**config.mk**
```make
export PLATFORM = sky130hd
export DESIGN_NAME = lsUnit
export DESIGN_NICKNAME = d
export VERILOG_FILES = /design/src/lsPkg.sv /design/src/lsUnit.sv
export VERILOG_INCLUDE_DIRS = /design/src /design/src/src
export SDC_FILE = /design/constraint.sdc
export NUM_CORES = 1
export LEC_CHECK = 0
export ABC_CLOCK_PERIOD_IN_PS = 2100
export BUFFER_PORTS_ARGS = -buffer_cell sky130_fd_sc_hd__buf_2
export CORE_MARGIN = 10
export CORE_UTILIZATION = 31
export CTS_BUF_LIST = sky130_fd_sc_hd__clkbuf_8
export DETAILED_ROUTE_END_ITERATION = 10
export GPL_ROUTABILITY_DRIVEN = 0
export GPL_TIMING_DRIVEN = 0
export PLACE_DENSITY = 0.79
export SETUP_SLACK_MARGIN = 0.3
export SLEW_MARGIN = 20
export SYNTH_ARGS = -nofsm -noshare
export SYNTH_HDL_FRONTEND = slang
export SYNTH_SLANG_ARGS = --single-unit
```
**constraint.sdc**
```tcl
create_clock -name clk -period 2.1 [get_ports clk]
set_input_delay 0.315 -clock clk [delete_from_list [all_inputs] [get_ports clk]]
set_output_delay 0.315 -clock clk [all_outputs]
set_load 0.02 [all_outputs]
```
**src/ls_consts.svh**
```systemverilog
`ifndef LS_CONSTS_SVH
`define LS_CONSTS_SVH

// operand and memory word width
`define DATA_W      32

// reservation tags, zero means the operand value is present
`define TAG_W       4
`define TAG_FREE    {`TAG_W{1'b0}}

// architectural register name
`define NAME_W      5

// load/store buffer depth, RS_SIZE must equal 2**RS_PTR_W
`define RS_SIZE     8
`define RS_PTR_W    3

// data memory, word addressed
`define MEM_WORDS   256
`define MEM_AW      8

`endif
```
**src/lsPkg.sv**
```systemverilog
`include "ls_consts.svh"

package lsPkg;

    // load/store operations
    // an empty slot is marked by its valid bit, not by an opcode
    typedef enum logic [1:0] {
        LW = 2'd0,
        LB = 2'd1,
        SW = 2'd2,
        SB = 2'd3
    } lsOp_e;

    // one memory word, seen whole or as four byte lanes
    // lane 0 holds the lowest byte address (little endian)
    typedef union packed {
        logic [`DATA_W-1:0]    word;
        logic [3:0][7:0]       bytes;
    } memWord_u;

endpackage

```
**src/lsUnit.sv**
```systemverilog
`timescale 1ns/1ns
`include "ls_consts.svh"

module lsUnit
    import lsPkg::*;
(
    input  logic                 clk,
    input  logic                 rstN,
    // issue from the buffer
    input  logic                 issueEn,
    input  lsOp_e                issueOp,
    input  logic [`DATA_W-1:0]   issueBase,
    input  logic [`DATA_W-1:0]   issueStData,
    input  logic [`DATA_W-1:0]   issueImm,
    input  logic [`TAG_W-1:0]    issueTag,
    input  logic [`NAME_W-1:0]   issueName,
    // data memory
    output logic                 memEn,
    output logic [3:0]           memWe,
    output logic [`MEM_AW-1:0]   memAddr,
    output memWord_u             memWData,
    input  memWord_u             memRData,
    // load result bus
    output logic                 lsWrt,
    output logic [`TAG_W-1:0]    lsTag,
    output logic [`NAME_W-1:0]   lsName,
    output logic [`DATA_W-1:0]   lsData
);

    logic [`DATA_W-1:0]  byteAddr;
    logic [1:0]          byteOff;
    logic                isStore;
    logic                isByte;

    // load stage, lines up with the registered memory read
    logic                ldValid;
    logic [`TAG_W-1:0]   ldTag;
    logic [`NAME_W-1:0]  ldName;
    logic [1:0]          ldOff;
    logic                ldByte;
    logic [7:0]          ldByteVal;

    // address stage
    assign byteAddr = issueBase + issueImm;
    assign byteOff  = byteAddr[1:0];
    assign isStore  = (issueOp == SW) || (issueOp == SB);
    assign isByte   = (issueOp == LB) || (issueOp == SB);

    assign memEn   = issueEn;
    assign memAddr = byteAddr[`MEM_AW+1:2];

    always_comb begin
        memWe = 4'b0000;
        if (issueEn && isStore) begin
            memWe = isByte ? (4'b0001 << byteOff) : 4'b1111;
        end
    end

    // byte stores put the byte in every lane, the enable picks one
    assign memWData.word = isByte ? {4{issueStData[7:0]}} : issueStData;

    always_ff @(posedge clk or negedge rstN) begin
        if (!rstN) begin
            ldValid <= 1'b0;
            ldTag   <= `TAG_FREE;
        end else begin
            ldValid <= issueEn && !isStore;
            if (issueEn && !isStore) begin
                ldTag <= issueTag;
            end
        end
    end

    always_ff @(posedge clk) begin
        if (issueEn && !isStore) begin
            ldName <= issueName;
            ldOff  <= byteOff;
            ldByte <= isByte;
        end
    end

    // result stage
    assign ldByteVal = memRData.bytes[ldOff];

    assign lsWrt  = ldValid;
    assign lsTag  = ldTag;
    assign lsName = ldName;
    assign lsData = ldByte ? {{(`DATA_W-8){ldByteVal[7]}}, ldByteVal} : memRData.word;

endmodule

```
==> impl_metrics.env, run 1 <==
export IMPL_skew_ps=0
export IMPL_fin_nets=634
export IMPL_crit_fanout=2
export IMPL_arrival_ps=1920
export IMPL_stdcell_count=556
export IMPL_vias=2915
export IMPL_yosys_most_used_dff="edfxtp_1"
export IMPL_viasPerCell=5.24
export IMPL_drive_gt1_frac=0.661
export IMPL_clock_path_buffers=2
export IMPL_min_delay_path_depth=1
export IMPL_dp_cells=528
export IMPL_crit_required_ps=1780
export IMPL_worst_pin_slew_ps=768
export IMPL_path_clk_slew_ps=60
export IMPL_ant_nets=0
export IMPL_synth_top_cell_area_share=0.125
export IMPL_die_y_microns=98.7
export IMPL_synthDistinctLibCells=40
export IMPL_cp_start_kind="input pin"
export IMPL_synth_largest_area_cell="edfxtp_1"
export IMPL_worst_slack_ps=-134
export IMPL_yosys_register_bits=13
export IMPL_cap_violations=0
export IMPL_filler_cell_count=422
export IMPL_async_flop_share=0.385
export IMPL_maxSlewViolCount=0
export IMPL_grtUsageTotal=0.187
export IMPL_hold_violations=0
export IMPL_power_density_mw_per_mm2=496
export IMPL_die_w_microns=98.7
export IMPL_synth_edf_count=8
export IMPL_syn_num_nets=422
export IMPL_holdCritPathClass="input pin to register"
export IMPL_syn_inst=270
export IMPL_first_iter_violations=203
export IMPL_synthToLayoutAreaGrowth_pct=111
export IMPL_clkSinkCount=13
export IMPL_gr_total_overflow=0
export IMPL_ys_warn_count=0
export IMPL_num_rows=28
export IMPL_rrSetupSlack_ps=1350
export IMPL_relSlewSlack=0.488
export IMPL_initial_utilization=0.322
export IMPL_rsz0062_at_grt="true"
export IMPL_crit_type="input pin to primary output"
export IMPL_internal_power_uw=1130
export IMPL_h_tree_depth=1
export IMPL_p_comb_frac=0.738
export IMPL_coreArea_sq_mm=0.00596
export IMPL_clock_fmax_mhz=448
export IMPL_dp_hpwl_mm=7.30
export IMPL_status="complete, but fails checks"
export IMPL_violations="setup timing"
export IMPL_vdd_drop_max_mv=0.374
export IMPL_cts_tree="built"
export IMPL_synth_area_leaders="edfxtp_1 (13%), inv_1 (9.8%), o21ai_2 (9.1%), o21ai_0 (7.6%), buf_4 (6.6%)"
export IMPL_p_leak_uw=0.00206
export IMPL_synth_cell_area_sq_mm=0.00192
export IMPL_switching_share=0.439
export IMPL_clkPwrFrac=0.109
export IMPL_finalCriticalPeriod_ps=2230
export IMPL_r2r_cells=1
export IMPL_wl_mm=11.4
export IMPL_drc=0
export IMPL_clock_latency_ps=230
export IMPL_end_kind="primary output"
export IMPL_ys_seq_area_frac=0.190
export IMPL_fin_crit_sh=1.06
export IMPL_grt_antenna_before_repair=0
export IMPL_yosysMostFrequentCell="inv_1"
export IMPL_dr_pass1_iters=4
export IMPL_setup_violations_final=16
export IMPL_root_buffer="clkbuf_8"
export IMPL_port_buffers=183
export IMPL_grt_start_max_net_pins=14
export IMPL_diodes=0
export IMPL_grt_pass1_vias=3031
export IMPL_die_area_sq_mm=0.00974
export IMPL_setup_tns_ps=-1280
export IMPL_power_switching_uw=882
export IMPL_seqPwrFrac=0.154
export IMPL_cts_inserted_buffers=3
export IMPL_grt_pass1_wl_mm=15.3
export IMPL_ys_top_cells_by_count="inv_1 (50), nor2_1 (34), o21ai_0 (29), o21ai_2 (20), buf_4 (17)"
export IMPL_avgSynthCellArea_sq_um=7.11
export IMPL_io_pins=229
export IMPL_post_drt_wl_per_cell_microns=20.5
[through the flow]
stage / worst slack (ps) / total power (uW) / hold slack, ps / cell area [sq um] / util
after floorplan: 106 / 977 / 19.4 / 2010 / -
after global placement: -249 / 1320 / 135 / 3020 / 0.507
after detailed placement: -270 / 1340 / 137 / 3020 / 0.507
after CTS: -121 / 1810 / 241 / 3620 / 0.608
after global routing: -246 / 2110 / 237 / 4050 / 0.681
final: -134 / 2010 / 248 / 4050 / 0.681
[critical path, cell delays in order]
cell and delay (ps):
buf_8 100, ha_4 150, fa_2 360, a21oi_2 180
o211ai_1 150, o41ai_2 270, xnor2_1 160, buf_4 130
buf_6 110
[power by group through the flow]
stage,sequential (uW),combinational (uW),clock [uW]
final,309,1480,219
after detailed placement,314,1020,0
after floorplan,338,638,0
after global placement,313,1010,0
after global routing,312,1560,243
after CTS,309,1270,231
[cell families after synthesis]
| kind of cell | after synthesis | share of synthesized area |
|---|---|---|
| AOI/OAI and AO/OA | 86 | 0.299 |
| buffers and inverters | 83 | 0.218 |
| and+or+nand+nor | 65 | 0.152 |
| DFF | 13 | 0.190 |
| adders and majority gates | 10 | 0.0691 |
| xor gates and xnor gates | 8 | 0.0365 |
| muxes | 5 | 0.0352 |
[routing by layer]
metal / routed length (microns) / vias to the layer above / global-route usage
met3: 1470 / 45 / 0.0768
met4: 385 / 0 / 0.0529
met5: 0 / - / 0
met1: 3920 / 1317 / 0.187
met2: 5660 / 249 / 0.348
li1: - / 1304 / -
[final cells by class]
type	instances	area, sq um	area share
flip-flops and latches	13	365	0.0901
clock buffers	3	41.3	0.0102
multi-input cells	174	1590	0.393
well taps	75	93.8	0.0231
repair buffers	207	1500	0.370
plain buffers	33	268	0.0660
inverters	50	188	0.0463
clock inverters	1	3.75	0.000926
[cells in the final DEF, fill, tap and decap left out, types with 3 or more instances in the layout]
master / Yosys / routed
a21oi_2: 0 / 10
a31oi_1: 7 / 6
buf_12: 2 / 5
buf_16: 0 / 3
buf_2: 3 / 137
buf_4: 17 / 38
buf_6: 1 / 43
buf_8: 0 / 4
clkbuf_1: 9 / 4
clkbuf_2: 0 / 4
clkbuf_8: 0 / 3
dfrtp_1: 5 / 5
edfxtp_1: 8 / 8
ha_4: 0 / 5
inv_1: 50 / 51
mux2_2: 4 / 4
nand2_1: 14 / 12
nand3_1: 3 / 3
nor2_1: 34 / 20
nor2_4: 0 / 13
nor3_1: 4 / 3
o21ai_0: 29 / 24
o21ai_2: 20 / 10
o21ai_4: 0 / 15
o22ai_1: 7 / 6
xnor2_1: 4 / 4
xor2_1: 4 / 3
[state kept, by name, indices dropped and copies added, names as in the netlist]
name,cells
lsWrt,1
lsName,5
ldByte,1
ldOff,2
lsTag,4
[repair_timing]
item,CTS,global route
buffers inserted,15,4
hold endpoints to repair,5,0
setup endpoints to repair,43,59
gates resized for setup,105,88
gates cloned,3,1
hold buffers,1,0
pin swaps,24,32
[worst paths after layout]
kind | endpoint | from
setup reg to reg | lsTag[3] | lsTag[3]
hold reg to reg | lsTag[1] | lsTag[1]
hold / removal | lsName[2] | issueName[2]
setup / recovery | memAddr[6] | issueImm[0]
min in group asynchronous | lsTag[1] | rstN
max in group asynchronous | lsTag[3] | rstN
No activity file was read; power rests on OpenSTA's default activity.
==> inputs of run 2 (changes only) <==
MAX_ROUTING_LAYER = met4   (was not set)
==> run 2 against run 1 <==
Net effect:
- clock-buffer cell count stayed put
- the run still ends with setup timing left
- clock power hardly changed
- combinational power hardly changed
- non-clock buffer count stayed put
- largest cell class unchanged
- first-iteration DRC count is 7.4% higher
- register-to-register slack hardly changed
- global-route usage is 0.55 points higher
- wire length hardly changed
- cell area stayed put
- fmax is 0.53% lower
- critical path depth stayed put
- core utilization stayed put
==> impl_metrics.env, run 2 (synthesized netlist as in run 1, its figures left out) <==
export IMPL_grt_antenna_before_repair=0
export IMPL_rsz0062_at_grt="true"
export IMPL_dp_hpwl_mm=7.30
export IMPL_clock_fmax_mhz=445
export IMPL_skew_ps=0
export IMPL_clock_latency_ps=230
export IMPL_finalCriticalPeriod_ps=2250
export IMPL_coreArea_sq_mm=0.00596
export IMPL_worst_pin_slew_ps=763
export IMPL_crit_fanout=2
export IMPL_die_area_sq_mm=0.00974
export IMPL_r2r_cells=1
export IMPL_totalPowerFinal_uw=2010
export IMPL_wl_mm=11.4
export IMPL_first_iter_violations=218
export IMPL_maxSlewViolCount=0
export IMPL_clock_path_buffers=2
export IMPL_dp_cells=528
export IMPL_die_w_microns=98.7
export IMPL_die_y_microns=98.7
export IMPL_cts_inserted_buffers=3
export IMPL_drc=0
export IMPL_setup_tns_ps=-1330
export IMPL_stdcell_count=556
export IMPL_vdd_drop_max_mv=0.374
export IMPL_post_drt_wl_per_cell_microns=20.5
export IMPL_arrival_ps=1930
export IMPL_drive_gt1_frac=0.661
export IMPL_grtUsageTotal=0.193
export IMPL_viasPerCell=5.27
export IMPL_min_delay_path_depth=1
export IMPL_power_density_mw_per_mm2=496
export IMPL_clkSinkCount=13
export IMPL_hold_violations=0
export IMPL_dr_pass1_iters=5
export IMPL_setup_violations_final=16
export IMPL_status="complete, but fails checks"
export IMPL_violations="setup timing"
export IMPL_crit_type="input pin to primary output"
export IMPL_num_rows=28
export IMPL_reg2reg_from="lsTag[3]"
export IMPL_io_pins=229
export IMPL_holdCritPathClass="input pin to register"
export IMPL_p_leak_uw=0.00206
export IMPL_grt_pass1_wl_mm=15.3
export IMPL_grt_pass1_vias=3033
export IMPL_crit_required_ps=1780
export IMPL_port_buffers=183
export IMPL_cap_violations=0
export IMPL_diodes=0
export IMPL_fin_nets=634
export IMPL_worst_slack_ps=-146
export IMPL_grt_start_max_net_pins=14
export IMPL_ant_nets=0
export IMPL_cp_start_kind="input pin"
export IMPL_hold_start="issueName[2]"
export IMPL_fin_crit_sh=1.07
export IMPL_synthToLayoutAreaGrowth_pct=111
export IMPL_initial_utilization=0.322
export IMPL_end_kind="primary output"
export IMPL_cts_tree="built"
export IMPL_path_clk_slew_ps=60
export IMPL_final_common_cell="buf_2"
export IMPL_holdWs_ps=248
export IMPL_gr_total_overflow=0
export IMPL_relSlewSlack=0.491
export IMPL_layout_common_cells="buf_2 (137), inv_1 (51), buf_6 (43), buf_4 (38), o21ai_0 (24)"
export IMPL_holdPathEnd="lsName[2]"
export IMPL_largest_register_ff_count=5
export IMPL_h_tree_depth=1
export IMPL_root_buffer="clkbuf_8"
export IMPL_reg2reg_to="lsTag[3]"
export IMPL_rrSetupSlack_ps=1350
export IMPL_vias=2932
[run 2: cell counts in the layout (fill, tap and decap cells not counted)]
Identical to the previous run, type by type.
[run 2: what timing repair did]
action	4_1_cts	5_1_grt
setup buffers	15	4
setup endpoints to repair	43	59
cloned	3	1
hold buffers	1	0
pin swaps	24	32
hold endpoints to repair	5	0
resized for setup	105	88
[run 2: through the flow]
stage	util	worst slack [ps]	cell area (sq um)
5_1_grt	0.681	-247	4050
6_report	0.681	-146	4050
3_5_place_dp	0.507	-270	3020
4_1_cts	0.608	-121	3620
2_1_floorplan	-	106	2010
3_3_place_gp	0.507	-249	3020
[run 2: power by group]
part / switching (uW) / internal [uW]
registers: 10.3 / 299
logic: 783 / 702
clock network: 89.5 / 129
[run 2: worst max-delay path, stage by stage]
cell,delay [ps]
buf_8,100
ha_4,150
fa_2,360
a21oi_2,180
o211ai_1,150
o41ai_2,280
xnor2_1,160
buf_4,130
buf_6,110
[run 2: final cells by class]
class                           instances  area (sq um)
Sequential cell                        13           365
Multi-Input combinational cell        174          1590
Tap cell                               75          93.8
Inverter                               50           188
Timing Repair Buffer                  207          1500
Fill cell                             422          1900
Clock buffer                            3          41.3
Clock inverter                          1          3.75
Buffer                                 33           268
[run 2: layer usage]
| metal | vias to the layer above | track usage | part of all wire |
|---|---|---|---|
| li1 | 1306 | - | - |
| met1 | 1316 | 0.198 | 0.35 |
| met2 | 260 | 0.349 | 0.49 |
| met3 | 50 | 0.0573 | 0.12 |
| met4 | 0 | 0.0496 | 0.036 |
| met5 | - | - | 0 |
[run 2: worst max path at each step]
stage | startpoint | end | cells past startpoint
2_1_floorplan | issueBase[0] | memAddr[6] | 7
3_3_place_gp | issueBase[0] | memAddr[6] | 9
3_5_place_dp | issueBase[0] | memAddr[6] | 9
4_1_cts | issueImm[0] | memAddr[6] | 9
5_1_grt | issueImm[0] | memAddr[6] | 9
6_report | issueImm[0] | memAddr[6] | 9
